File: config.mk
export PLATFORM = sky130hd
export DESIGN_NAME = hazard_unit
export DESIGN_NICKNAME = d
export VERILOG_FILES = /design/src/verilog/cpu_pkg.sv /design/src/verilog/hazard_unit.sv
export SDC_FILE = /design/constraint.sdc
export NUM_CORES = 1
export LEC_CHECK = 0
export ABC_AREA = 1
export BUFFER_PORTS_ARGS = -buffer_cell sky130_fd_sc_hd__buf_4
export CORE_ASPECT_RATIO = 1.2
export CORE_MARGIN = 4
export CORE_UTILIZATION = 23
export DETAILED_ROUTE_END_ITERATION = 10
export MAX_ROUTING_LAYER = met4
export PLACE_DENSITY = 0.5
export SLEW_MARGIN = 20
export SYNTH_ARGS = -nofsm -noshare
export SYNTH_HDL_FRONTEND = slang
export SYNTH_SLANG_ARGS = --single-unit
File: constraint.sdc
create_clock -name vclk -period 1.35
set_input_delay 0.27 -clock vclk [all_inputs]
set_output_delay 0.27 -clock vclk [all_outputs]
set_load 0.02 [all_outputs]
File: src/verilog/cpu_pkg.sv
`default_nettype none

package cpu_pkg;

    // widths with a meaning of their own
    typedef logic [31:0] word_t;
    typedef logic [4:0]  reg_id_t;
    typedef logic [31:0] pc_t;

    // all-zero value is add, so a cleared control word is harmless
    typedef enum logic [2:0] {
        alu_add = 3'd0,
        alu_sub = 3'd1,
        alu_and = 3'd2,
        alu_or  = 3'd3,
        alu_xor = 3'd4,
        alu_slt = 3'd5
    } alu_op_t;

    // rv32i major opcodes
    localparam logic [6:0] op_reg    = 7'b0110011;
    localparam logic [6:0] op_imm    = 7'b0010011;
    localparam logic [6:0] op_load   = 7'b0000011;
    localparam logic [6:0] op_store  = 7'b0100011;
    localparam logic [6:0] op_branch = 7'b1100011;

    // funct3 values
    localparam logic [2:0] f3_add_sub = 3'b000;
    localparam logic [2:0] f3_slt     = 3'b010;
    localparam logic [2:0] f3_xor     = 3'b100;
    localparam logic [2:0] f3_or      = 3'b110;
    localparam logic [2:0] f3_and     = 3'b111;
    localparam logic [2:0] f3_word    = 3'b010;
    localparam logic [2:0] f3_beq     = 3'b000;

    // funct7 values
    localparam logic [6:0] f7_base = 7'b0000000;
    localparam logic [6:0] f7_sub  = 7'b0100000;

    // forwarding mux selections
    localparam logic [1:0] fwd_reg = 2'b00;
    localparam logic [1:0] fwd_mem = 2'b01;
    localparam logic [1:0] fwd_wb  = 2'b10;

endpackage

`default_nettype wire

File: src/verilog/hazard_unit.sv
`timescale 1ns/1ps
`default_nettype none

module hazard_unit (
    input  cpu_pkg::reg_id_t id_rs1,
    input  cpu_pkg::reg_id_t id_rs2,
    input  cpu_pkg::reg_id_t ex_rs1,
    input  cpu_pkg::reg_id_t ex_rs2,
    input  cpu_pkg::reg_id_t ex_rd,
    input  logic             ex_mem_read,
    input  cpu_pkg::reg_id_t mem_rd,
    input  logic             mem_reg_write,
    input  cpu_pkg::reg_id_t wb_rd,
    input  logic             wb_reg_write,
    output logic [1:0]       forward_a,
    output logic [1:0]       forward_b,
    output logic             load_stall
);
    import cpu_pkg::*;

    logic mem_live;
    logic wb_live;

    // x0 results are never forwarded
    assign mem_live = mem_reg_write && mem_rd != '0;
    assign wb_live  = wb_reg_write && wb_rd != '0;

    // younger result in memory stage wins
    assign forward_a = (mem_live && mem_rd == ex_rs1) ? fwd_mem :
                       (wb_live && wb_rd == ex_rs1)   ? fwd_wb  : fwd_reg;
    assign forward_b = (mem_live && mem_rd == ex_rs2) ? fwd_mem :
                       (wb_live && wb_rd == ex_rs2)   ? fwd_wb  : fwd_reg;

    // load data is only ready after the memory stage
    assign load_stall = ex_mem_read && ex_rd != '0 &&
                        (ex_rd == id_rs1 || ex_rd == id_rs2);

endmodule

`default_nettype wire

==> metrics.txt <==
status finished clean; Peak Freq 763 MHz; Max-Cap Viols 0; 1st-pass router iterations 4; setup TNS 0 ns; met2 wire length 1150 µm; Tmin final 1.31 ns; hold_buf cts 0; ranking of synthesized cells by area nand2_1, inv_1, nor2_1; most common cell in the synthesized netlist nand2_1; Final Non-Filler Cells 200; 1st-iter DRT viols 11; final worst setup slack 0.0387 ns; I/O pins 43; Critical Path Source mem_rd[4]; DIE WIDTH 52.9 µm; cell area after synthesis 556 µm²; initial antenna violation count 0; worst slack, placed -0.0222 ns; final setup violation count 0; vias per inst 4.17; residual DRC count 0; Crit. End Element primary output; Int Pwr 160 µW; Synth area leader nand2_1; WL met1 753 µm; Die ar. 3270 µm²; Placed Cells 200; Yosys cell types 12; top post-synthesis cells by count nand2_1, inv_1, nor2_1; CP startpoint kind input pin; synthesized area per cell 4.41 µm²; Hold Path Origin ex_mem_read; Crit Path Category in -> out; Core ar. 2310 µm²; final non-filler cell area 1050 µm²; PortBufs 43; Die Ht 61.8 µm; Synth top area share 37.8%; Synth Net Count 164; final core occ 45.5%; sequential power share 0%; HPWL after DPL 1710 µm; largest net degree at the start of global routing 5; postcts setup bufs 0; routability cong. 0.756; Psw 143 µW; post-synthesis sequential area ratio 0%; Synth Instances 126; Area growth syn-to-layout 89.0%; Seq cells 0; Comb pwr share 100.0%; Critical Path RT 1.08 ns; worst vdd ir 0.132 mV; Starting Density 24.1%; antenna viol nets, final 0; final wirelength 1980 µm; met3 wire length 80 µm; RSZ-0062 raised after global routing true; detailed-route wire length per cell 9.92 µm; number of clock buffers in the layout 0; top sig layer met3; Hold Violations, Final 0; ratio of final minimum period to clock period 97.1%; Arr. time, crit path 1.04 ns; placed cell area 917 µm²; static leakage power 0.614 nW; layout cells sized above 1 47.9%; Total Nets Final 209; Max FO, Critical Path 3; max-slew violations 0; pwr dens 288 nW/µm²; HP Class in -> out; Yosys warning count 0; ant diodes 0; Clk network pwr share 0%; Switching Fraction 47.2%; total gr overflow 0; DR vias 833; global-route wire length before repair 2820 µm; GRT Util Overall 11.1%; worst slew pin tran 0.205 ns; Sequential cell area 0 µm²; row count 19; vias in the first global route 722; max_slew headroom 86.3%
stage by stage:
stage / hold slack [ns] / total power [mW]
floorplan: 0.687 / 0.115
global placement: 0.896 / 0.252
detailed placement: 0.909 / 0.253
CTS: 0.909 / 0.257
global route: 0.927 / 0.335
finish: 0.911 / 0.303
final timing paths:
kind  slack, ns  cells after the start            to
max        0.04                      7  forward_b[1]
min        0.91                      4    load_stall
per-layer routing:
metal  GRT usage (%)  vias up
met2            22.7       13
met3           0.239        0
met1            12.7      362
met5               -        -
li1                -      458
met4               0        0
what timing repair did:
item                       in CTS  in global routing
gates cloned                    0                  0
setup endpoints to repair       1                  4
pin swaps                       0                 28
resized for setup               1                 52
placed cells by master, fill, tap and decap left out, types with 4 or more instances in the layout:
cell and n:
nand2_1 43, buf_4 31, inv_1 15, nand2_2 13, buf_6 11, nor2_1 10, nor2_2 9, inv_2 8
xnor2_1 5, nand3_1 5, inv_4 4, xor2_1 4
cell families after synthesis:
group                     Yosys count  share of synthesized area (%)
and+or+nand+nor                    85                           61.7
buffers and inverters              27                           18.2
AOI/OAI and AO/OA                   3                           2.70
xor gates and xnor gates           11                           17.3
final cells by class:
class	instances	area [µm²]
Inverter	27	111
Tap cell	31	38.8
Multi-Input combinational cell	99	528
Fill cell	264	1260
Timing Repair Buffer	43	372
power groups by stage:
stage | sequential, mW | combinational (mW) | clock [mW]
finish | 0 | 0.303 | 0
global route | 0 | 0.335 | 0
CTS | 0 | 0.257 | 0
detailed placement | 0 | 0.253 | 0
global placement | 0 | 0.252 | 0
floorplan | 0 | 0.115 | 0
critical path, cell delays in order:
cell and delay [ns]:
buf_4 0.13, nor2_1 0.09, nand4_1 0.08, nand2_1 0.12
nor2_2 0.05, nor2_1 0.13, buf_4 0.16
Power figures use the tool's default switching activity.
