[config.mk]
export PLATFORM = sky130hd
export DESIGN_NAME = fetch_stage
export DESIGN_NICKNAME = d
export VERILOG_FILES = /design/src/verilog/cpu_pkg.sv /design/src/verilog/fetch_stage.sv
export SDC_FILE = /design/constraint.sdc
export NUM_CORES = 1
export LEC_CHECK = 0
export BUFFER_PORTS_ARGS = -buffer_cell sky130_fd_sc_hd__clkbuf_2
export CAP_MARGIN = 25
export CORE_MARGIN = 10
export CORE_UTILIZATION = 44
export DETAILED_ROUTE_END_ITERATION = 6
export GPL_TIMING_DRIVEN = 0
export PLACE_DENSITY = 0.84
export SYNTH_ARGS = -nofsm -noshare
export SYNTH_HDL_FRONTEND = slang
export SYNTH_SLANG_ARGS = --single-unit
[constraint.sdc]
create_clock -name clk -period 1.55 [get_ports clk]
set_input_delay 0.155 -clock clk [delete_from_list [all_inputs] [get_ports clk]]
set_output_delay 0.155 -clock clk [all_outputs]
set_load 0.02 [all_outputs]
[src/verilog/cpu_pkg.sv]
`default_nettype none

package cpu_pkg;

    // widths with a meaning of their own
    typedef logic [31:0] word_t;
    typedef logic [4:0]  reg_id_t;
    typedef logic [31:0] pc_t;

    // all-zero value is add, so a cleared control word is harmless
    typedef enum logic [2:0] {
        alu_add = 3'd0,
        alu_sub = 3'd1,
        alu_and = 3'd2,
        alu_or  = 3'd3,
        alu_xor = 3'd4,
        alu_slt = 3'd5
    } alu_op_t;

    // rv32i major opcodes
    localparam logic [6:0] op_reg    = 7'b0110011;
    localparam logic [6:0] op_imm    = 7'b0010011;
    localparam logic [6:0] op_load   = 7'b0000011;
    localparam logic [6:0] op_store  = 7'b0100011;
    localparam logic [6:0] op_branch = 7'b1100011;

    // funct3 values
    localparam logic [2:0] f3_add_sub = 3'b000;
    localparam logic [2:0] f3_slt     = 3'b010;
    localparam logic [2:0] f3_xor     = 3'b100;
    localparam logic [2:0] f3_or      = 3'b110;
    localparam logic [2:0] f3_and     = 3'b111;
    localparam logic [2:0] f3_word    = 3'b010;
    localparam logic [2:0] f3_beq     = 3'b000;

    // funct7 values
    localparam logic [6:0] f7_base = 7'b0000000;
    localparam logic [6:0] f7_sub  = 7'b0100000;

    // forwarding mux selections
    localparam logic [1:0] fwd_reg = 2'b00;
    localparam logic [1:0] fwd_mem = 2'b01;
    localparam logic [1:0] fwd_wb  = 2'b10;

endpackage

`default_nettype wire

[src/verilog/fetch_stage.sv]
`timescale 1ns/1ps
`default_nettype none

module fetch_stage (
    input  logic         clk,
    input  logic         reset_n,
    input  logic         run,
    input  logic         stall,
    input  logic         branch_taken,
    input  cpu_pkg::pc_t branch_target,
    output cpu_pkg::pc_t fetch_addr,
    output logic         fetch_valid
);
    import cpu_pkg::*;

    pc_t pc;

    always_ff @(posedge clk) begin
        if (!reset_n) begin
            pc <= '0;
        end else if (!run) begin
            // halted, so the first fetch after run is address 0
            pc <= '0;
        end else if (branch_taken) begin
            pc <= branch_target;
        end else if (!stall) begin
            pc <= pc + 32'd4;
        end
    end

    assign fetch_addr  = pc;
    // bubbles only while halted
    assign fetch_valid = run;

endmodule

`default_nettype wire

==> results.toml <==
[detailed_routing]
vias = 2404
drt-vias-per-instance = 6.196
first_pass_iters = 5
drt-met1-wl_mm = 2.861
wl_met3_um = 733
drtIter0Drc = 228
highest_layer = "met4"
wl_met2_mm = 3.474
wl_per_cell_um = 19.22
wirelength_mm = 7.459
antenna_left = 0
drc = 0

[outcome]
outcome = "finished, violations left"
violations = "setup timing"

[clock_tree]
clock_sinks = 32
clk_pin_slew_ps = 60
cts_buffer_depth = 2
cts_tree = "built"
cts_root_buf = "clkbuf_8"
cts_buffers = 5
htreeDepth = 2
clk_latency_ps = 300

[sta]
layout_min_cycle_time_ps = 1658
period_share_pct = 107.0
drv_slew = 0
tightest_slew_ps = 770.1
fin_tns_setup_ps = -688.5
clock.fmax_mhz = 603.0
setup-violations-final = 10
fin_ws_ps = -108.4
slew-limit-headroom_pct = 47.96
finalHoldViolCount = 0
fin_hold_ws_ps = 95.48
rsz0062_at_grt = "true"
clock_skew_ps = 6.326

[floorplanning]
die-height_um = 84.83
core_mm2 = 0.004029
start_util_pct = 45.90
die_area_mm2 = 0.007196
num_rows = 23
die_x_um = 84.83
io_pins = 70

[pwr]
p_leak_nw = 1.182
p_int_mw = 1.283
p_per_area_mw_per_mm2 = 635.3
p_total_mw = 1.823
power.share.combinational_pct = 16.6
seq_power_share_pct = 49.1
p_clk_share_pct = 34.3
power.switching_uw = 539.4
p_sw_share_pct = 29.59
peakVddDrop_v = 0.0004934

[synth]
synth_nets = 266
synth_area_leaders = "dfxtp_1 35%, o21ai_0 6.0%, xnor2_1 4.7%"
synth-edff-count = 0
synth_ff_type = "dfxtp_1"
synth-seq-cells = 32
syn_avg_cell_area_um2 = 8.111
netlist_instances = 228
yosys_warnings = 0
synth_area_mm2 = 0.001849
synth_top_area_share_pct = 34.64
yosysSeqAreaShare_pct = 34.64
yosys.area.top_type = "dfxtp_1"
synthDistinctLibCells = 45
synth-async-reset-ratio_pct = 0

[layout]
largest_reg_flops = 32
num_antenna_cells = 0
fillers = 289
syn2layout_area_growth_pct = 55.14
drive_gt1_share_pct = 49.11
design_area_mm2 = 0.002869
nets = 375

[min_path]
hold_class = "input pin to flip-flop"

[critical_path]
critPathCaptureType = "flip-flop"
crit_path_max_incr_delay_ps = 500
crit_chain = "nand4_1 -> buf_4 -> nor3_1 -> or4b_1 -> a31oi_1"
crit_fanout = 7
critPathLaunchType = "flip-flop"
arrival_ps = 1880
cp.required_ps = 1770
worst_path_max_delay_cell = "or4b_1"
critPathKind = "flip-flop to flip-flop"

[placement]
post_dp_cell_area_mm2 = 0.002344
place_congestion = 0.8811
io_buffers = 68
dp_hpwl_mm = 4.447

[global_route]
grt_max_degree = 11
grt_pass1_vias = 2161
grt_first_pass_wirelength_mm = 10.43
overflow = 0
antenna_found_initial = 0
gr-usage-all-layers_pct = 17.67

[job]
max-cap-violations = 0
-- worst max-delay path: cells and delay by family, from the launching register on --
kind                   cells  cell delay (ps)
flip-flops                 1              390
buffers and inverters      1              180
AND/OR/NAND/NOR            3              860
AO/OA/AOI/OAI              1              150
-- cells in the mapped netlist (all sizes together), types with 2 or more instances --
cell and number:
and3b 2, nand4 12, and3 6, nor2 16, xnor2 10, nor4 8
dfxtp 32, mux2i 5, nand2 14, nand3 9, xor2 4, or4 5
clkbuf 9, and4 6, a21oi 14, o221ai 2, a211oi 4, nand2b 3
o31ai 5, nor2b 3, a31oi 8, buf 4, inv 4, o21ai 22
nor3 7
-- worst paths after layout --
path / depth (start not counted) / endpoint / slack, ps / startpoint
min: 3 / fetch_addr[3]$_SDFFE_PN0N_ / 100 / branch_target[3]
max reg2reg: 5 / fetch_addr[21]$_SDFFE_PN0N_ / -110 / fetch_addr[5]$_SDFFE_PN0N_
min reg2reg: 2 / fetch_addr[1]$_SDFFE_PN0P_ / 510 / fetch_addr[1]$_SDFFE_PN0P_
max: 5 / fetch_addr[21]$_SDFFE_PN0N_ / -110 / fetch_addr[5]$_SDFFE_PN0N_
-- placed cells by master (no fill, tap or decap), types with 2 or more instances in the layout --
master,count
a211oi_1,3
a21oi_1,14
a31oi_1,8
and3_1,5
and4_1,3
and4_4,3
buf_2,2
buf_4,31
buf_6,4
clkbuf_1,11
clkbuf_2,68
clkbuf_8,5
dfxtp_1,10
dfxtp_2,9
dfxtp_4,13
inv_1,4
mux2i_1,5
nand2_1,14
nand2b_1,3
nand3_1,5
nand3_2,2
nand3_4,2
nand4_1,10
nand4_4,2
nor2_1,15
nor2b_1,3
nor3_1,4
nor3_2,2
nor4_2,5
nor4_4,3
o21ai_0,22
o221ai_2,2
o31ai_1,5
or4_4,4
xnor2_1,10
xor2_1,4
-- power groups by stage --
stage          Clock (mW)  Sequential, mW  Combinational (mW)
6_report            0.625           0.895               0.303
5_1_grt             0.681           0.900               0.331
4_1_cts             0.626           0.893               0.286
3_5_place_dp            0           0.919               0.260
3_3_place_gp            0           0.916               0.255
2_1_floorplan           0           0.951               0.108
-- cells by family after synthesis --
family	Yosys count	synth area share [%]
XOR/XNOR	14	6.630
AO/OA/AOI/OAI	61	19.96
adder cells (fa/ha/maj)	1	0.6765
buffers and inverters	17	4.126
AND/OR/NAND/NOR	98	31.26
flip-flops	32	34.64
multiplexers	5	2.706
-- repair_timing --
action,4_1_cts,5_1_grt
gates cloned,0,2
resized for setup,11,30
hold buffers,0,0
pin swaps,7,19
setup buffers,18,15
setup endpoints to repair,12,20
-- metrics by stage --
| step | util, % | setup WS [ps] | std cells |
|---|---|---|---|
| 6_report | 71.21 | -108.4 | 388 |
| 5_1_grt | 71.21 | -194.8 | 388 |
| 4_1_cts | 64.81 | -33.63 | 372 |
| 3_5_place_dp | 58.17 | -138.1 | 346 |
| 3_3_place_gp | 58.17 | -79.99 | 346 |
| 2_1_floorplan | - | -34.71 | 228 |
-- layout make-up --
| class | instances | area (µm²) | area share (%) |
|---|---|---|---|
| Clock buffer | 7 | 76.32 | 2.660 |
| Tap cell | 50 | 62.56 | 2.181 |
| Inverter | 4 | 15.01 | 0.5233 |
| Multi-Input combinational cell | 179 | 1345 | 46.88 |
| Timing Repair Buffer | 102 | 598.1 | 20.85 |
| Buffer | 13 | 67.56 | 2.355 |
| Sequential cell | 32 | 700.7 | 24.42 |
| Clock inverter | 1 | 3.754 | 0.1308 |
-- per-layer routing --
metal  vias up  GRT usage (%)
li1       1088              -
met1      1103          20.19
met2       172          27.59
met3        41          7.361
met4         0          9.132
met5         -              0
Note: power is estimated with default switching activity, not from simulation.
