<file path="src/verilog/cpu_pkg.sv">
`default_nettype none

package cpu_pkg;

    // widths with a meaning of their own
    typedef logic [31:0] word_t;
    typedef logic [4:0]  reg_id_t;
    typedef logic [31:0] pc_t;

    // all-zero value is add, so a cleared control word is harmless
    typedef enum logic [2:0] {
        alu_add = 3'd0,
        alu_sub = 3'd1,
        alu_and = 3'd2,
        alu_or  = 3'd3,
        alu_xor = 3'd4,
        alu_slt = 3'd5
    } alu_op_t;

    // rv32i major opcodes
    localparam logic [6:0] op_reg    = 7'b0110011;
    localparam logic [6:0] op_imm    = 7'b0010011;
    localparam logic [6:0] op_load   = 7'b0000011;
    localparam logic [6:0] op_store  = 7'b0100011;
    localparam logic [6:0] op_branch = 7'b1100011;

    // funct3 values
    localparam logic [2:0] f3_add_sub = 3'b000;
    localparam logic [2:0] f3_slt     = 3'b010;
    localparam logic [2:0] f3_xor     = 3'b100;
    localparam logic [2:0] f3_or      = 3'b110;
    localparam logic [2:0] f3_and     = 3'b111;
    localparam logic [2:0] f3_word    = 3'b010;
    localparam logic [2:0] f3_beq     = 3'b000;

    // funct7 values
    localparam logic [6:0] f7_base = 7'b0000000;
    localparam logic [6:0] f7_sub  = 7'b0100000;

    // forwarding mux selections
    localparam logic [1:0] fwd_reg = 2'b00;
    localparam logic [1:0] fwd_mem = 2'b01;
    localparam logic [1:0] fwd_wb  = 2'b10;

endpackage

`default_nettype wire

</file>
<file path="src/verilog/decode_stage.sv">
`timescale 1ns/1ps
`default_nettype none

module decode_stage (
    input  logic             clk,
    input  logic             reset_n,
    input  cpu_pkg::word_t   instruction,
    input  logic             valid,
    input  logic             write_en,
    input  cpu_pkg::reg_id_t write_id,
    input  cpu_pkg::word_t   write_data,
    output cpu_pkg::reg_id_t rs1_id,
    output cpu_pkg::reg_id_t rs2_id,
    output cpu_pkg::reg_id_t rd_id,
    output cpu_pkg::word_t   read_data1,
    output cpu_pkg::word_t   read_data2,
    output cpu_pkg::word_t   immediate,
    output logic             reg_write,
    output logic             mem_read,
    output logic             mem_write,
    output logic             alu_src,
    output logic             branch,
    output cpu_pkg::alu_op_t alu_op
);
    import cpu_pkg::*;

    word_t      regs [32];
    logic [6:0] opcode;
    logic [2:0] funct3;
    logic [6:0] funct7;

    assign opcode = instruction[6:0];
    assign funct3 = instruction[14:12];
    assign funct7 = instruction[31:25];
    assign rs1_id = instruction[19:15];
    assign rs2_id = instruction[24:20];
    assign rd_id  = instruction[11:7];

    // register file, x0 never written
    always_ff @(posedge clk) begin
        if (!reset_n) begin
            for (int i = 0; i < 32; i++) begin
                regs[i] <= '0;
            end
        end else if (write_en && write_id != '0) begin
            regs[write_id] <= write_data;
        end
    end

    // same-cycle write is visible to the read
    assign read_data1 = (rs1_id == '0) ? '0 :
                        (write_en && write_id == rs1_id) ? write_data : regs[rs1_id];
    assign read_data2 = (rs2_id == '0) ? '0 :
                        (write_en && write_id == rs2_id) ? write_data : regs[rs2_id];

    always_comb begin
        reg_write = 1'b0;
        mem_read  = 1'b0;
        mem_write = 1'b0;
        alu_src   = 1'b0;
        branch    = 1'b0;
        alu_op    = alu_add;
        if (valid) begin
            case (opcode)
                op_reg: begin
                    reg_write = 1'b1;
                    case (funct3)
                        f3_add_sub: alu_op = (funct7 == f7_sub) ? alu_sub : alu_add;
                        f3_slt:     alu_op = alu_slt;
                        f3_xor:     alu_op = alu_xor;
                        f3_or:      alu_op = alu_or;
                        f3_and:     alu_op = alu_and;
                        default:    reg_write = 1'b0;
                    endcase
                    // only base or sub encodings are known
                    if (funct7 != f7_base && funct7 != f7_sub) begin
                        reg_write = 1'b0;
                    end
                end
                op_imm: begin
                    // addi only
                    reg_write = (funct3 == f3_add_sub);
                    alu_src   = (funct3 == f3_add_sub);
                end
                op_load: begin
                    reg_write = (funct3 == f3_word);
                    mem_read  = (funct3 == f3_word);
                    alu_src   = (funct3 == f3_word);
                end
                op_store: begin
                    mem_write = (funct3 == f3_word);
                    alu_src   = (funct3 == f3_word);
                end
                op_branch: begin
                    branch = (funct3 == f3_beq);
                end
                default: ;
            endcase
        end
    end

    // I, S and B immediates
    always_comb begin
        case (opcode)
            op_store:  immediate = {{20{instruction[31]}}, instruction[31:25],
                                    instruction[11:7]};
            op_branch: immediate = {{19{instruction[31]}}, instruction[31], instruction[7],
                                    instruction[30:25], instruction[11:8], 1'b0};
            default:   immediate = {{20{instruction[31]}}, instruction[31:20]};
        endcase
    end

endmodule

`default_nettype wire

</file>
<file path="config.mk">
export PLATFORM = sky130hd
export DESIGN_NAME = decode_stage
export DESIGN_NICKNAME = d
export VERILOG_FILES = /design/src/verilog/cpu_pkg.sv /design/src/verilog/decode_stage.sv
export SDC_FILE = /design/constraint.sdc
export NUM_CORES = 2
export LEC_CHECK = 0
export BUFFER_PORTS_ARGS = -buffer_cell sky130_fd_sc_hd__buf_4
export CORE_ASPECT_RATIO = 1.25
export CORE_MARGIN = 3
export CORE_UTILIZATION = 45
export CTS_BUF_LIST = sky130_fd_sc_hd__clkbuf_4 sky130_fd_sc_hd__clkbuf_8
export CTS_CLUSTER_DIAMETER = 120
export DETAILED_ROUTE_END_ITERATION = 12
export SETUP_SLACK_MARGIN = 0.05
export SLEW_MARGIN = 5
export SYNTH_ARGS = -nofsm -noshare
export SYNTH_HDL_FRONTEND = slang
export SYNTH_SLANG_ARGS = --single-unit
export TNS_END_PERCENT = 5
</file>
<file path="constraint.sdc">
create_clock -name clk -period 5.71 [get_ports clk]
set_clock_uncertainty 0.1 [all_clocks]
set_input_delay 1.142 -clock clk [delete_from_list [all_inputs] [get_ports clk]]
set_output_delay 1.142 -clock clk [all_outputs]
set_load 0.01 [all_outputs]
</file>
==> results.json <==
{
  "status": "complete, no violations",
  "vias": 36830,
  "drtIter0Drc": 5325,
  "ys_types": 55,
  "synth_top_cell_area_share_pct": 55.7,
  "fin_crit_ps": 5410,
  "fin_cells": 5604,
  "slew_headroom_pct": 18.6,
  "synth.area.top_cells": "edfxtp_1 (56%), mux4_2 (19%), and2_1 (11%), clkbuf_1 (1.9%), mux2i_1 (1.7%)",
  "antenna_left": 0,
  "grt_overflow": 0,
  "io_pins": 192,
  "drt-total-wl_um": 206000,
  "slew_viol_final": 0,
  "ys_top_cells_by_count": "edfxtp_1 (1024), and2_1 (995), mux4_2 (462)",
  "post_cts_buffers": 0,
  "htreeDepth": 4,
  "critPathMaxFanout": 38,
  "cts_made_buffers": 164,
  "fin_crit_sh_pct": 94.7,
  "clock_path_buffers": 3,
  "ys.flop_type": "edfxtp_1",
  "cts_num_sinks": 1024,
  "grt_pass1_vias": 36874,
  "largest-register": "regs",
  "cts_tree": "done",
  "synth_area_leader_cell": "edfxtp_1",
  "crit_path_end_kind": "output port",
  "grt_max_degree": 91,
  "rsz0062_at_grt": "false",
  "io_buffers": 191,
  "synth_most_common_cell": "edfxtp_1",
  "synth_cells": 3757,
  "reg_top3": "regs x1024",
  "dp_hpwl_um": 125000,
  "root_buffer": "clkbuf_8",
  "hold_path.class": "in -> reg",
  "post_cts_resized": 0,
  "whs_ps": 696,
  "p_leak_nw": 21.4,
  "route.detailed.drc": 0,
  "synth_edf_count": 1024,
  "synth_seq_cells": 1024,
  "finalHoldViolations": 0,
  "fp.coreArea_mm2": 0.122,
  "num_rows": 143,
  "largest_reg_flops": 1024,
  "tns_ps": 0,
  "min_path_cells": 2,
  "peakVddDrop_mv": 0.156,
  "antenna_found_initial": 23,
  "routed_via_density": 6.57,
  "post_drt_wl_per_cell_um": 36.7,
  "grt_pass1_wl_um": 286000,
  "dieArea_mm2": 0.127,
  "placedCellCount": 5307,
  "async_flop_share_pct": 0,
  "report.final.setup_viol": 0,
  "crit_path_start_kind": "input pin",
  "die_h_um": 397,
  "gr-usage-all-layers_pct": 32.3,
  "ys_seq_area_share_pct": 55.7,
  "critPathKind": "in -> out",
  "post-route-util_pct": 51.1,
  "syn_to_final_growth_pct": 12.7,
  "synth.cell_area_mm2": 0.0552,
  "power.density_mw_per_mm2": 283,
  "die_w_um": 319,
  "drt_pass1_iterations": 5,
  "drive_gt1_share_pct": 29.8,
  "postCtsHoldBufs": 0,
  "nNetsFinal": 3951,
  "max_freq_mhz": 185,
  "yosys_warnings": 0,
  "worst_slew_pin_slew_ps": 1220,
  "cp_data_required_time_ps": 4470,
  "syn_avg_cell_area_um2": 14.7,
  "start_util_pct": 45.3,
  "arrival_ps": 4170,
  "gp_congestion": 0.871,
  "clkSlewWorstSetupHoldPaths_ps": 70,
  "cap_violations": 0
}
## cell usage in the layout, fill, tap and decap left out, drive strengths merged, types with 7 or more instances in the layout
cell type,Yosys,layout
xnor2,9,9
o2111ai,15,15
mux4,462,462
o22a,10,10
o221a,8,8
a21oi,18,18
a211oi,12,12
clkinv,0,55
nand3b,8,8
conb,1,32
mux2i,91,91
clkinvlp,0,7
nor2,119,119
a22oi,57,57
nand3,41,41
o21ai,62,62
nor3,8,8
a31oi,10,10
a22o,9,9
or4,9,9
o22ai,139,139
nand2,74,74
edfxtp,1024,1024
buf,168,368
a32o,33,33
clkbuf,277,215
diode,0,10
a2111oi,8,8
inv,3,11
and2,996,996
mux2,23,23
nor2b,19,19
## cell families after synthesis
logic type / count (synthesis) / synth area share (%)
buffers and inverters: 448 / 4.15
and+or+nand+nor: 1305 / 13.9
muxes: 576 / 21.0
xor gates and xnor gates: 11 / 0.175
DFF: 1024 / 55.7
AOI/OAI and AO/OA: 392 / 5.05
other: 1 / 0.00680
## metrics by stage
step / cell area [µm²] / setup slack [ps] / power [mW]
global placement: 59000 / 396 / 11.4
finish: 62200 / 302 / 17.6
detailed placement: 59000 / 356 / 11.5
global route: 62100 / 371 / 18.1
floorplan: 55300 / 912 / 10.4
CTS: 62100 / 353 / 17.6
## routing by layer
metal	vias to the layer above	part of all wire (%)	global-route usage, %
met5	-	0.035	0
met3	533	11	8.63
met2	2438	47	51.3
li1	14656	-	-
met4	12	4.9	14.4
met1	19191	37	41.8
## power by group
group	switching (mW)	total [mW]	internal [mW]
clock	3.11	6.26	3.15
sequential	0.215	8.90	8.69
combinational	1.43	2.45	1.02
total	4.75	17.6	12.9
## worst max-delay path, cell delays in order
cell and delay (ps):
buf_4 530, or2_2 510, buf_4 290, nor2_1 60
or4_1 530, a31oi_1 720, buf_4 230, buf_4 110
## worst paths after layout
check	slack, ps	start	endpoint
worst max-delay path	300	instruction[17]	read_data1[10]
worst min-delay path	700	write_data[0]	regs[4][0]$_SDFFCE_PN0P_
## area by class of cell
type | instances | area (µm²)
antenna | 10 | 25.0
clock buffer | 214 | 2630
clock inverter | 73 | 462
fill | 10156 | 59500
inverter | 3 | 11.3
multi-input combinational | 2316 | 22900
sequential | 1024 | 30700
tap | 1595 | 2000
timing repair buffer | 369 | 3400
No activity file was read; power rests on OpenSTA's default activity.
