**src/verilog/cpu_pkg.sv**
```systemverilog
`default_nettype none

package cpu_pkg;

    // widths with a meaning of their own
    typedef logic [31:0] word_t;
    typedef logic [4:0]  reg_id_t;
    typedef logic [31:0] pc_t;

    // all-zero value is add, so a cleared control word is harmless
    typedef enum logic [2:0] {
        alu_add = 3'd0,
        alu_sub = 3'd1,
        alu_and = 3'd2,
        alu_or  = 3'd3,
        alu_xor = 3'd4,
        alu_slt = 3'd5
    } alu_op_t;

    // rv32i major opcodes
    localparam logic [6:0] op_reg    = 7'b0110011;
    localparam logic [6:0] op_imm    = 7'b0010011;
    localparam logic [6:0] op_load   = 7'b0000011;
    localparam logic [6:0] op_store  = 7'b0100011;
    localparam logic [6:0] op_branch = 7'b1100011;

    // funct3 values
    localparam logic [2:0] f3_add_sub = 3'b000;
    localparam logic [2:0] f3_slt     = 3'b010;
    localparam logic [2:0] f3_xor     = 3'b100;
    localparam logic [2:0] f3_or      = 3'b110;
    localparam logic [2:0] f3_and     = 3'b111;
    localparam logic [2:0] f3_word    = 3'b010;
    localparam logic [2:0] f3_beq     = 3'b000;

    // funct7 values
    localparam logic [6:0] f7_base = 7'b0000000;
    localparam logic [6:0] f7_sub  = 7'b0100000;

    // forwarding mux selections
    localparam logic [1:0] fwd_reg = 2'b00;
    localparam logic [1:0] fwd_mem = 2'b01;
    localparam logic [1:0] fwd_wb  = 2'b10;

endpackage

`default_nettype wire

```
**src/verilog/execute_stage.sv**
```systemverilog
`timescale 1ns/1ps
`default_nettype none

module execute_stage (
    input  cpu_pkg::word_t   data1,
    input  cpu_pkg::word_t   data2,
    input  cpu_pkg::word_t   immediate,
    input  cpu_pkg::pc_t     pc,
    input  cpu_pkg::alu_op_t alu_op,
    input  logic             alu_src,
    input  logic             branch,
    input  cpu_pkg::word_t   mem_fwd_data,
    input  cpu_pkg::word_t   wb_fwd_data,
    input  logic [1:0]       forward_a,
    input  logic [1:0]       forward_b,
    output cpu_pkg::word_t   alu_result,
    output cpu_pkg::word_t   store_data,
    output logic             branch_taken,
    output cpu_pkg::pc_t     branch_target
);
    import cpu_pkg::*;

    word_t operand_a;
    word_t operand_b;
    word_t alu_b;

    // forwarded register operands
    always_comb begin
        case (forward_a)
            fwd_mem: operand_a = mem_fwd_data;
            fwd_wb:  operand_a = wb_fwd_data;
            default: operand_a = data1;
        endcase
        case (forward_b)
            fwd_mem: operand_b = mem_fwd_data;
            fwd_wb:  operand_b = wb_fwd_data;
            default: operand_b = data2;
        endcase
    end

    assign alu_b      = alu_src ? immediate : operand_b;
    assign store_data = operand_b;

    always_comb begin
        case (alu_op)
            alu_sub: alu_result = operand_a - alu_b;
            alu_and: alu_result = operand_a & alu_b;
            alu_or:  alu_result = operand_a | alu_b;
            alu_xor: alu_result = operand_a ^ alu_b;
            alu_slt: alu_result = {31'd0, $signed(operand_a) < $signed(alu_b)};
            default: alu_result = operand_a + alu_b;
        endcase
    end

    // beq compares the register operands, never the immediate
    assign branch_taken  = branch && (operand_a == operand_b);
    assign branch_target = pc + immediate;

endmodule

`default_nettype wire

```
**config.mk**
```make
export PLATFORM = sky130hd
export DESIGN_NAME = execute_stage
export DESIGN_NICKNAME = d
export VERILOG_FILES = /design/src/verilog/cpu_pkg.sv /design/src/verilog/execute_stage.sv
export SDC_FILE = /design/constraint.sdc
export NUM_CORES = 1
export LEC_CHECK = 0
export BUFFER_PORTS_ARGS = -buffer_cell sky130_fd_sc_hd__buf_2
export CORE_ASPECT_RATIO = 0.75
export CORE_MARGIN = 4
export CORE_UTILIZATION = 39
export DETAILED_ROUTE_END_ITERATION = 8
export PLACE_DENSITY = 0.62
export SETUP_SLACK_MARGIN = 0.15
export SLEW_MARGIN = 30
export SYNTH_ARGS = -nofsm -noshare
export SYNTH_HDL_FRONTEND = slang
export SYNTH_SLANG_ARGS = --single-unit
```
**constraint.sdc**
```tcl
create_clock -name vclk -period 8.4
set_input_delay 1.26 -clock vclk [all_inputs]
set_output_delay 1.26 -clock vclk [all_outputs]
set_load 0.02 [all_outputs]
```
==> impl_results.md, run 1 <==
- Result of the run: complete, no violations
- Area contributors post-synth: ha_1 (18%), a21oi_1 (10%), inv_1 (6.5%)
- Total of endpoints with negative setup slack in the final report: 0
- Count of yosys warnings during synthesis: 0
- Net Count, Synth: 1785
- Die span in x: 183 um
- Accumulated negative setup slack: 0 ns
- Post-Synthesis Cell Area: 0.00895 mm2
- Post-synthesis area per instance: 6.17 um2
- FP Rows: 47
- Pin count of the biggest net entering global routing: 64
- Static Leak: 5.41 nW
- Via count of the first global-routing pass: 10700
- Number of distinct library cells after synthesis: 70
- Die Footprint: 0.0255 mm2
- Total via count after detailed routing: 12200
- Aggregate global routing overflow: 0
- Kind of capture point of the worst setup path: primary output
- Yosys top cell area share: 18.3%
- DRC errors left: 0
- Flip-flop and latch count: 0
- Sequential standard cell area: 0 um2
- Detailed-route wire length: 43200 um
- Dpl cell area: 0.0107 mm2
- Most common library cells after synthesis: a21oi_1 (182), inv_1 (156), nor2_1 (154), ha_1 (131), nand2_1 (126)
- Via/cell ratio: 6.13
- Path class of the lowest-slack min-delay path: primary input to primary output
- Startpoint kind of the worst setup timing path: primary input
- Routed wirelength normalized by instance count: 21.7 um
- Number of violations reported at the end of detailed-routing iteration 0: 1480
- Design Power: 1.32 mW
- Die span in y: 139 um
- Maxcap violations: 0
- Most repeated cell in the gate-level netlist after synthesis: a21oi_1
- Final Wtd Congestion: 1.05
- Crit Path Class: primary input to primary output
- Count of nets left with antenna violations after detail routing: 0
- Number of iterations in the first detailed-routing pass: 7
- Number of hold buffers added after CTS: 0
- Slew of the pin with the lowest slew margin: 0.993 ns
- Sequential fraction of the synthesis area: 0%
- Maximum ir drop on the vdd rail: 0.0558 mV
- Worst rel slew slack: 33.8%
- Antenna violations before repair: 14
- Number of cells produced by synthesis: 1450
- Crit path required time: 7.14 ns
- CTS-repair resized insts: 0
- Critical path fanouts, max: 16
- Power density relative to cell area: 123 mW/mm2
- Worst EP arrival: 6.35 ns
- Buffers inserted by post-CTS timing repair: 0
- Net count of the finished layout: 2027
- Post-detail-place hpwl: 35800 um
- Floorplan core area: 0.0223 mm2
- Hold violation total from the final report: 0
- Minimum clock period: 7.61 ns
- F_max: 131 MHz
- Total of clock buffers placed in the layout: 0
- Quantity of I/O buffers inserted on ports: 298
- RSZ-0062 raised after global routing: false
- Count of pins over their slew limit: 0
- Cell type with the largest total area after synthesis: ha_1
- Layout cell share with drive strength beyond 1: 20.5%
- Final instance area: 0.0107 mm2
- Top-level I/O count: 298
- Area overhead of the layout relative to synthesis: 19.8%
- Total Routing Usage GR: 31.2%
- Post-route fraction of the period consumed by the critical path: 90.6%
- Global-route wire length before repair: 64300 um
- Initial core utilization: 40.1%
[stage by stage]
step | setup slack, ns | hold WS [ns] | utilization [%] | cells
2_1_floorplan | 1.51 | 2.67 | - | 1450
3_3_place_gp | 1.11 | 2.85 | 47.9 | 1984
6_report | 0.786 | 2.85 | 48.0 | 1989
5_1_grt | 0.474 | 2.87 | 48.0 | 1989
4_1_cts | 0.969 | 2.85 | 47.9 | 1984
3_5_place_dp | 0.975 | 2.85 | 47.9 | 1984
[critical path: stages]
cell      delay, ns
buf_2          0.13
inv_1          0.05
ha_1           0.65
a22oi_1        0.14
nor2_1         0.12
a21oi_1        0.09
o21ai_0        0.51
inv_1          0.21
ha_1           0.26
or2_2          0.29
o221ai_1       0.41
a211oi_1       0.24
a211o_1        0.39
a31o_2         0.30
a21oi_1        0.39
o21ai_1        0.22
a221oi_1       0.33
o221ai_1       0.16
buf_2          0.18
[logic make-up (layout without fill, tap and decap cells)]
logic type,count (synthesis),count (layout),synth area share (%)
AND/OR/NAND/NOR,406,406,20.2
multiplexers,6,6,0.685
buffers and inverters,243,483,10.2
XOR/XNOR,75,75,7.34
adder cells (fa/ha/maj),134,134,19.0
AO/OA/AOI/OAI,586,586,42.6
other,0,5,0
[path summary, 6_finish.rpt]
check         start          endpoint  cells past startpoint
min           pc[0]  branch_target[0]                      3
max    forward_b[1]    alu_result[29]                     19
[report_power, final]
part	switching [mW]	internal, mW
logic	0.844	0.472
registers	0	0
clock network	0	0.0000000798
[layout by cell type (no fill, tap or decap), types with 12 or more instances in the layout]
master    Yosys  routed
a211oi_1     26      26
a21o_1       28      28
a21oi_1     182     181
a22oi_1      72      72
buf_2         1     298
buf_4         0      28
ha_1        131     129
inv_1       156     156
nand2_1     126     126
nand2b_1     14      14
nand3_1      18      18
nand4_1      13      13
nor2_1      154     152
nor2b_1      13      13
nor3_1       23      23
o211ai_1     20      20
o21a_1       25      25
o21ai_0      97      97
o31ai_1      12      12
xnor2_1      64      64
[per-layer routing]
layer	track usage (%)	share of wire, %	vias up
li1	-	-	5702
met1	47.3	45	5662
met2	45.8	41	748
met3	7.59	12	65
met4	3.53	1.4	18
met5	0	0.24	-
[final cells by class]
type	instances	area, um2
Timing Repair Buffer	326	1700
Multi-Input combinational cell	1207	8050
Tap cell	294	368
Antenna cell	5	12.5
Fill cell	2398	11600
Inverter	157	589
(Power assumes the default switching activity.)
==> run 2, diff against run 1 <==
CORE_UTILIZATION = 45   (was 39)
PLACE_DENSITY = 0.7   (was 0.62)
==> run 2 against run 1 <==
Sequential share of layout area stayed put. Non-clock buffer count down 8. Global-route usage up 4.8 points. Critical path type unchanged. Largest cell class unchanged. Largest power group unchanged.
==> impl_results.md, run 2 (synthesis gave the netlist of run 1 again) <==
- Worst setup margin: 0.542 ns (was 0.786 ns)
- Pre-CTS setup slack: 0.776 ns (was 0.975 ns)
- Power density relative to cell area: 123 mW/mm2 (about the same)
- DRC errors left: 0 (unchanged)
- Crit path required time: 7.14 ns (about the same)
- Most common cell after layout, fill and taps aside: buf_2 (unchanged)
- Number of violations reported at the end of detailed-routing iteration 0: 1699 (was 1480)
- Static Leak: 5.38 nW (was 5.41 nW)
- Total Routing Usage GR: 36.0% (was 31.2%)
- Total of endpoints with negative setup slack in the final report: 0 (unchanged)
- Area overhead of the layout relative to synthesis: 18.8% (was 19.8%)
- Most used cells in the layout excluding fill and tap cells: buf_2 (298), a21oi_1 (181), inv_1 (156) (unchanged)
- Via/cell ratio: 6.26 (was 6.13)
- Floorplan core area: 0.0194 mm2 (was 0.0223 mm2)
- Minimum clock period: 7.86 ns (was 7.61 ns)
- Number of hold buffers added after CTS: 0 (unchanged)
- Antenna violations before repair: 15 (was 14)
- Biggest cell delay along the critical path: 0.70 ns (was 0.65 ns)
- Detailed-route wire length: 42400 um (was 43200 um)
- FP Rows: 44 (was 47)
- Post-route fraction of the period consumed by the critical path: 93.5% (was 90.6%)
- Path class of the lowest-slack min-delay path: primary input to primary output (unchanged)
- Hold Startpoint: pc[0] (unchanged)
- RSZ-0062 raised after global routing: false (unchanged)
- Number of iterations in the first detailed-routing pass: 6 (was 7)
- Worst rel slew slack: 39.1% (was 33.8%)
- Critical path fanouts, max: 21 (was 16)
- Via count of the first global-routing pass: 10900 (was 10700)
- Net count of the finished layout: 2019 (was 2027)
- Count of pins over their slew limit: 0 (unchanged)
- Aggregate global routing overflow: 0 (unchanged)
- Top-level I/O count: 298 (unchanged)
- Sequential standard cell area: 0 um2 (unchanged)
- Total via count after detailed routing: 12200 (about the same)
- Buffers inserted by post-CTS timing repair: 0 (unchanged)
- Hold violation total from the final report: 0 (unchanged)
- Slew of the pin with the lowest slew margin: 0.906 ns (was 0.993 ns)
- Worst setup path startpoint: forward_b[1] (unchanged)
- Accumulated negative setup slack: 0 ns (unchanged)
- Die span in y: 130 um (was 139 um)
- F_max: 127 MHz (was 131 MHz)
- Cells along the critical path: buf_2 -> inv_1 -> ha_1 -> a22oi_1 -> nor2_1 -> a21oi_1 -> o21ai_0 -> inv_1 -> fa_1 -> nor2b_1 -> o31ai_1 -> a211oi_1 -> o31a_1 -> a31oi_1 -> and2_1 -> a2111oi_0 -> a21oi_1 -> o211ai_1 -> buf_2 (was buf_2 -> inv_1 -> ha_1 -> a22oi_1 -> nor2_1 -> a21oi_1 -> o21ai_0 -> inv_1 -> ha_1 -> or2_2 -> o221ai_1 -> a211oi_1 -> a211o_1 -> a31o_2 -> a21oi_1 -> o21ai_1 -> a221oi_1 -> o221ai_1 -> buf_2)
- Post-detail-place hpwl: 34900 um (was 35800 um)
- Die span in x: 171 um (was 183 um)
- Startpoint kind of the worst setup timing path: primary input (unchanged)
- Worst EP arrival: 6.60 ns (was 6.35 ns)
- Layout cell share with drive strength beyond 1: 20.1% (was 20.5%)
- Total of clock buffers placed in the layout: 0 (unchanged)
- Quantity of I/O buffers inserted on ports: 298 (unchanged)
- Routed wirelength normalized by instance count: 21.8 um (was 21.7 um)
- Maxcap violations: 0 (unchanged)
- Flip-flop and latch count: 0 (unchanged)
- Die Footprint: 0.0222 mm2 (was 0.0255 mm2)
- Crit Path Class: primary input to primary output (unchanged)
- Result of the run: complete, no violations (unchanged)
- Global-route wire length before repair: 63400 um (was 64300 um)
- Pin count of the biggest net entering global routing: 63 (was 64)
- Count of nets left with antenna violations after detail routing: 0 (unchanged)
- Slowest cell on the critical path: ha_1 (unchanged)
- Kind of capture point of the worst setup path: primary output (unchanged)
- Maximum ir drop on the vdd rail: 0.0615 mV (was 0.0558 mV)
- Final Wtd Congestion: 1.05 (about the same)
- CTS-repair resized insts: 0 (unchanged)
- Initial core utilization: 46.1% (was 40.1%)
-- run 2: area by class of cell --
type / instances / area [um2]
multi-input combinational: 1207 / 8060
fill: 2050 / 8800
inverter: 157 / 589
antenna: 11 / 27.5
timing repair buffer: 318 / 1640
tap: 253 / 317
-- run 2: metrics by stage --
stage / power [mW] / hold WS (ns) / area [um2] / util, % / instances
after global routing: 1.41 / 2.91 / 10600 / 54.7 / 1942
after floorplan: 0.877 / 2.67 / 8950 / - / 1450
after CTS: 1.27 / 2.88 / 10600 / 54.6 / 1935
final: 1.31 / 2.89 / 10600 / 54.7 / 1946
after detailed placement: 1.26 / 2.88 / 10600 / 54.6 / 1935
after global placement: 1.26 / 2.88 / 10600 / 54.5 / 1935
-- run 2: path summary, 6_finish.rpt --
check,slack [ns],end,cells after the start
setup / recovery,0.54,alu_result[16],19
hold / removal,2.89,branch_target[0],3
-- run 2: layer usage --
metal	vias up	wire length [um]	GRT usage, %	part of all wire [%]
met1	5575	18100	51.5	43
met4	14	958	7.27	2.3
met2	828	17300	51.9	41
met3	71	6020	12.7	14
li1	5701	-	-	-
met5	-	77	0	0.18
-- run 2: worst max-delay path, delay by kind of cell --
kind | cells | cell delay [ns]
adder cells (fa/ha/maj) | 2 | 1.22
AND/OR/NAND/NOR | 3 | 0.56
AO/OA/AOI/OAI | 10 | 2.96
buffers and inverters | 4 | 0.60
-- run 2: report_power, final --
group          internal [mW]  switching, mW
clock network    0.000000176              0
logic                  0.467          0.839
registers                  0              0
total                  0.467          0.839
==> run 3, diff against run 2 <==
ABC_AREA = 1   (was default)
CAP_MARGIN = 40   (was default)
PLACE_DENSITY = 0.68   (was 0.7)
==> run 3 against run 2 <==
Core utilization decreased by 2.0 points. Flip-flop and latch count unchanged. Worst setup slack improved by 1.2 ns. Worst hold slack improved by 0.012 ns. Critical path depth unchanged. Largest power group unchanged.
==> impl_results.md, run 3 <==
- Net count of the finished layout: 2733 (was 2019)
- Startpoint kind of the worst setup timing path: primary input (unchanged)
- Number of iterations in the first detailed-routing pass: 6 (unchanged)
- Die span in y: 141 um (was 130 um)
- Dpl cell area: 0.0122 mm2 (was 0.0106 mm2)
- Layout cell share with drive strength beyond 1: 15.2% (was 20.1%)
- Detailed-route wire length: 51900 um (was 42400 um)
- Critical Path Most Common Cell: nand2_1
- Count of pins over their slew limit: 0 (unchanged)
- Via count of the first global-routing pass: 13800 (was 10900)
- Die Footprint: 0.0263 mm2 (was 0.0222 mm2)
- Most used cells in the layout excluding fill and tap cells: nand2_1 (782), inv_1 (371), buf_2 (298) (was buf_2 (298), a21oi_1 (181), inv_1 (156))
- Accumulated negative setup slack: 0 ns (unchanged)
- Number of hold buffers added after CTS: 0 (unchanged)
- Quantity of I/O buffers inserted on ports: 298 (unchanged)
- Sequential fraction of the synthesis area: 0% (unchanged)
- Count of nets left with antenna violations after detail routing: 0 (unchanged)
- Slew of the pin with the lowest slew margin: 0.905 ns (was 0.906 ns)
- Antenna violations before repair: 15 (unchanged)
- Flip-flop and latch count: 0 (unchanged)
- Crit path buffers/inverters: 6 (was 4)
- Routed wirelength normalized by instance count: 19.2 um (was 21.8 um)
- FP Rows: 48 (was 44)
- Pin count of the biggest net entering global routing: 65 (was 63)
- Cells along the critical path: buf_2 -> inv_1 -> ha_1 -> inv_2 -> buf_12 -> o21ai_0 -> o21ai_0 -> ha_1 -> nand2_1 -> inv_1 -> nand2_1 -> nor3_1 -> nand3_1 -> nand3_1 -> nand2_1 -> nand2_1 -> nand2_1 -> nand3_1 -> buf_2 (was buf_2 -> inv_1 -> ha_1 -> a22oi_1 -> nor2_1 -> a21oi_1 -> o21ai_0 -> inv_1 -> fa_1 -> nor2b_1 -> o31ai_1 -> a211oi_1 -> o31a_1 -> a31oi_1 -> and2_1 -> a2111oi_0 -> a21oi_1 -> o211ai_1 -> buf_2)
- Post-detail-place hpwl: 45100 um (was 34900 um)
- Fill cell count: 2608 (was 2050)
- DRC errors left: 0 (unchanged)
- Minimum clock period: 6.68 ns (was 7.86 ns)
- Hold violation total from the final report: 0 (unchanged)
- Aggregate global routing overflow: 0 (unchanged)
- Worst EP arrival: 5.42 ns (was 6.60 ns)
- Biggest cell delay along the critical path: 0.68 ns (was 0.70 ns)
- Initial core utilization: 46.0% (was 46.1%)
- Most repeated cell in the gate-level netlist after synthesis: nand2_1 (was a21oi_1)
- Total via count after detailed routing: 15100 (was 12200)
- Final Wtd Congestion: 1.08 (was 1.05)
- Post-route fraction of the period consumed by the critical path: 79.5% (was 93.5%)
- Worst setup path startpoint: forward_b[0] (was forward_b[1])
- Number of distinct library cells after synthesis: 41 (was 70)
- Crit Path Class: primary input to primary output (unchanged)
- Area of the multi-input gates: 0.00875 mm2 (was 0.00806 mm2)
- Slowest cell on the critical path: o21ai_0 (was ha_1)
- Most common library cells after synthesis: nand2_1 (782), inv_1 (371), nand3_1 (207), nor2_1 (170), ha_1 (131) (was a21oi_1 (182), inv_1 (156), nor2_1 (154), ha_1 (131), nand2_1 (126))
- Design Power: 1.62 mW (was 1.31 mW)
- Number of violations reported at the end of detailed-routing iteration 0: 1858 (was 1699)
- Total number of cells along the worst setup path: 19 (unchanged)
- Area contributors post-synth: nand2_1 (28%), ha_1 (15%), inv_1 (13%) (was ha_1 (18%), a21oi_1 (10%), inv_1 (6.5%))
- Net Count, Synth: 2496 (was 1785)
- Area overhead of the layout relative to synthesis: 14.5% (was 18.8%)
- RSZ-0062 raised after global routing: false (unchanged)
- Total of clock buffers placed in the layout: 0 (unchanged)
- Die span in x: 186 um (was 171 um)
- Final instance area: 0.0122 mm2 (was 0.0106 mm2)
- Power density relative to cell area: 132 mW/mm2 (was 123 mW/mm2)
- Yosys top cell area share: 27.5% (was 18.3%)
- Crit path required time: 7.14 ns (about the same)
- Maximum ir drop on the vdd rail: 0.0792 mV (was 0.0615 mV)
- Total Routing Usage GR: 37.4% (was 36.0%)
- Kind of capture point of the worst setup path: primary output (unchanged)
- Global-route wire length before repair: 77200 um (was 63400 um)
- Worst rel slew slack: 39.3% (was 39.1%)
- Number of cells produced by synthesis: 2161 (was 1450)
- Floorplan core area: 0.0232 mm2 (was 0.0194 mm2)
- Cell type group with the largest total delay on the critical path: simple AND/OR/NAND/NOR gates (was compound AO/OA/AOI/OAI gates)
- Hold Startpoint: pc[0] (unchanged)
- Sequential standard cell area: 0 um2 (unchanged)
- Via/cell ratio: 5.58 (was 6.26)
- Buffers inserted by post-CTS timing repair: 0 (unchanged)
- Static Leak: 7.39 nW (was 5.38 nW)
- Result of the run: complete, no violations (unchanged)
- CTS-repair resized insts: 0 (unchanged)
- Post-Synthesis Cell Area: 0.0107 mm2 (was 0.00895 mm2)
- Total of endpoints with negative setup slack in the final report: 0 (unchanged)
- Cell type with the largest total area after synthesis: nand2_1 (was ha_1)
- F_max: 150 MHz (was 127 MHz)
- Maxcap violations: 0 (unchanged)
- Most common cell after layout, fill and taps aside: nand2_1 (was buf_2)
- Path class of the lowest-slack min-delay path: primary input to primary output (unchanged)
- Count of yosys warnings during synthesis: 0 (unchanged)
- Top-level I/O count: 298 (unchanged)
- Critical path fanouts, max: 36 (was 21)
- Cells on Worst Hold Path: 3 (unchanged)
- Post-synthesis area per instance: 4.94 um2 (was 6.17 um2)
-- run 3: metrics by stage --
stage	setup slack, ns	util (%)	instances	hold WS, ns
floorplan	3.01	-	2161	2.72
global placement	1.72	52.5	2694	2.90
detailed placement	1.87	52.5	2695	2.90
CTS	1.86	52.5	2695	2.90
global route	1.44	52.7	2702	2.93
finish	1.72	52.7	2703	2.90
-- run 3: tightest hold or removal path, stage by stage --
cell and delay, ns:
buf_2 0.08, ha_1 0.13, buf_2 0.17
-- run 3: area by class of cell --
cell class / count / share of cell area [%]
inverters: 396 / 12.2
well taps: 300 / 3.07
diodes: 7 / 0.143
multi-input cells: 1693 / 71.6
repair buffers: 307 / 13.0
-- run 3: power by group --
part	leakage, nW	internal (mW)	switching [mW]
registers	0	0	0
clock network	0.0000444	0.000000112	0
logic	7.39	0.483	1.13
total	7.39	0.483	1.13
-- run 3: kinds of logic after synthesis --
family / Yosys count / synth area share [%]
and+or+nand+nor: 1214 / 46.4
AOI/OAI and AO/OA: 318 / 17.5
buffers and inverters: 468 / 18.0
xor gates and xnor gates: 27 / 2.22
adders and majority gates: 134 / 15.9
-- run 3: path summary, 6_finish.rpt --
check | end | slack (ns)
worst max-delay path | alu_result[23] | 1.72
worst min-delay path | branch_target[0] | 2.90
-- run 3: routing by layer --
metal	wire length [um]	global-route usage (%)	vias up
li1	-	-	7281
met1	22200	52.7	6753
met2	21700	57.7	897
met3	6160	8.71	123
met4	1740	9.28	16
met5	98	0	-
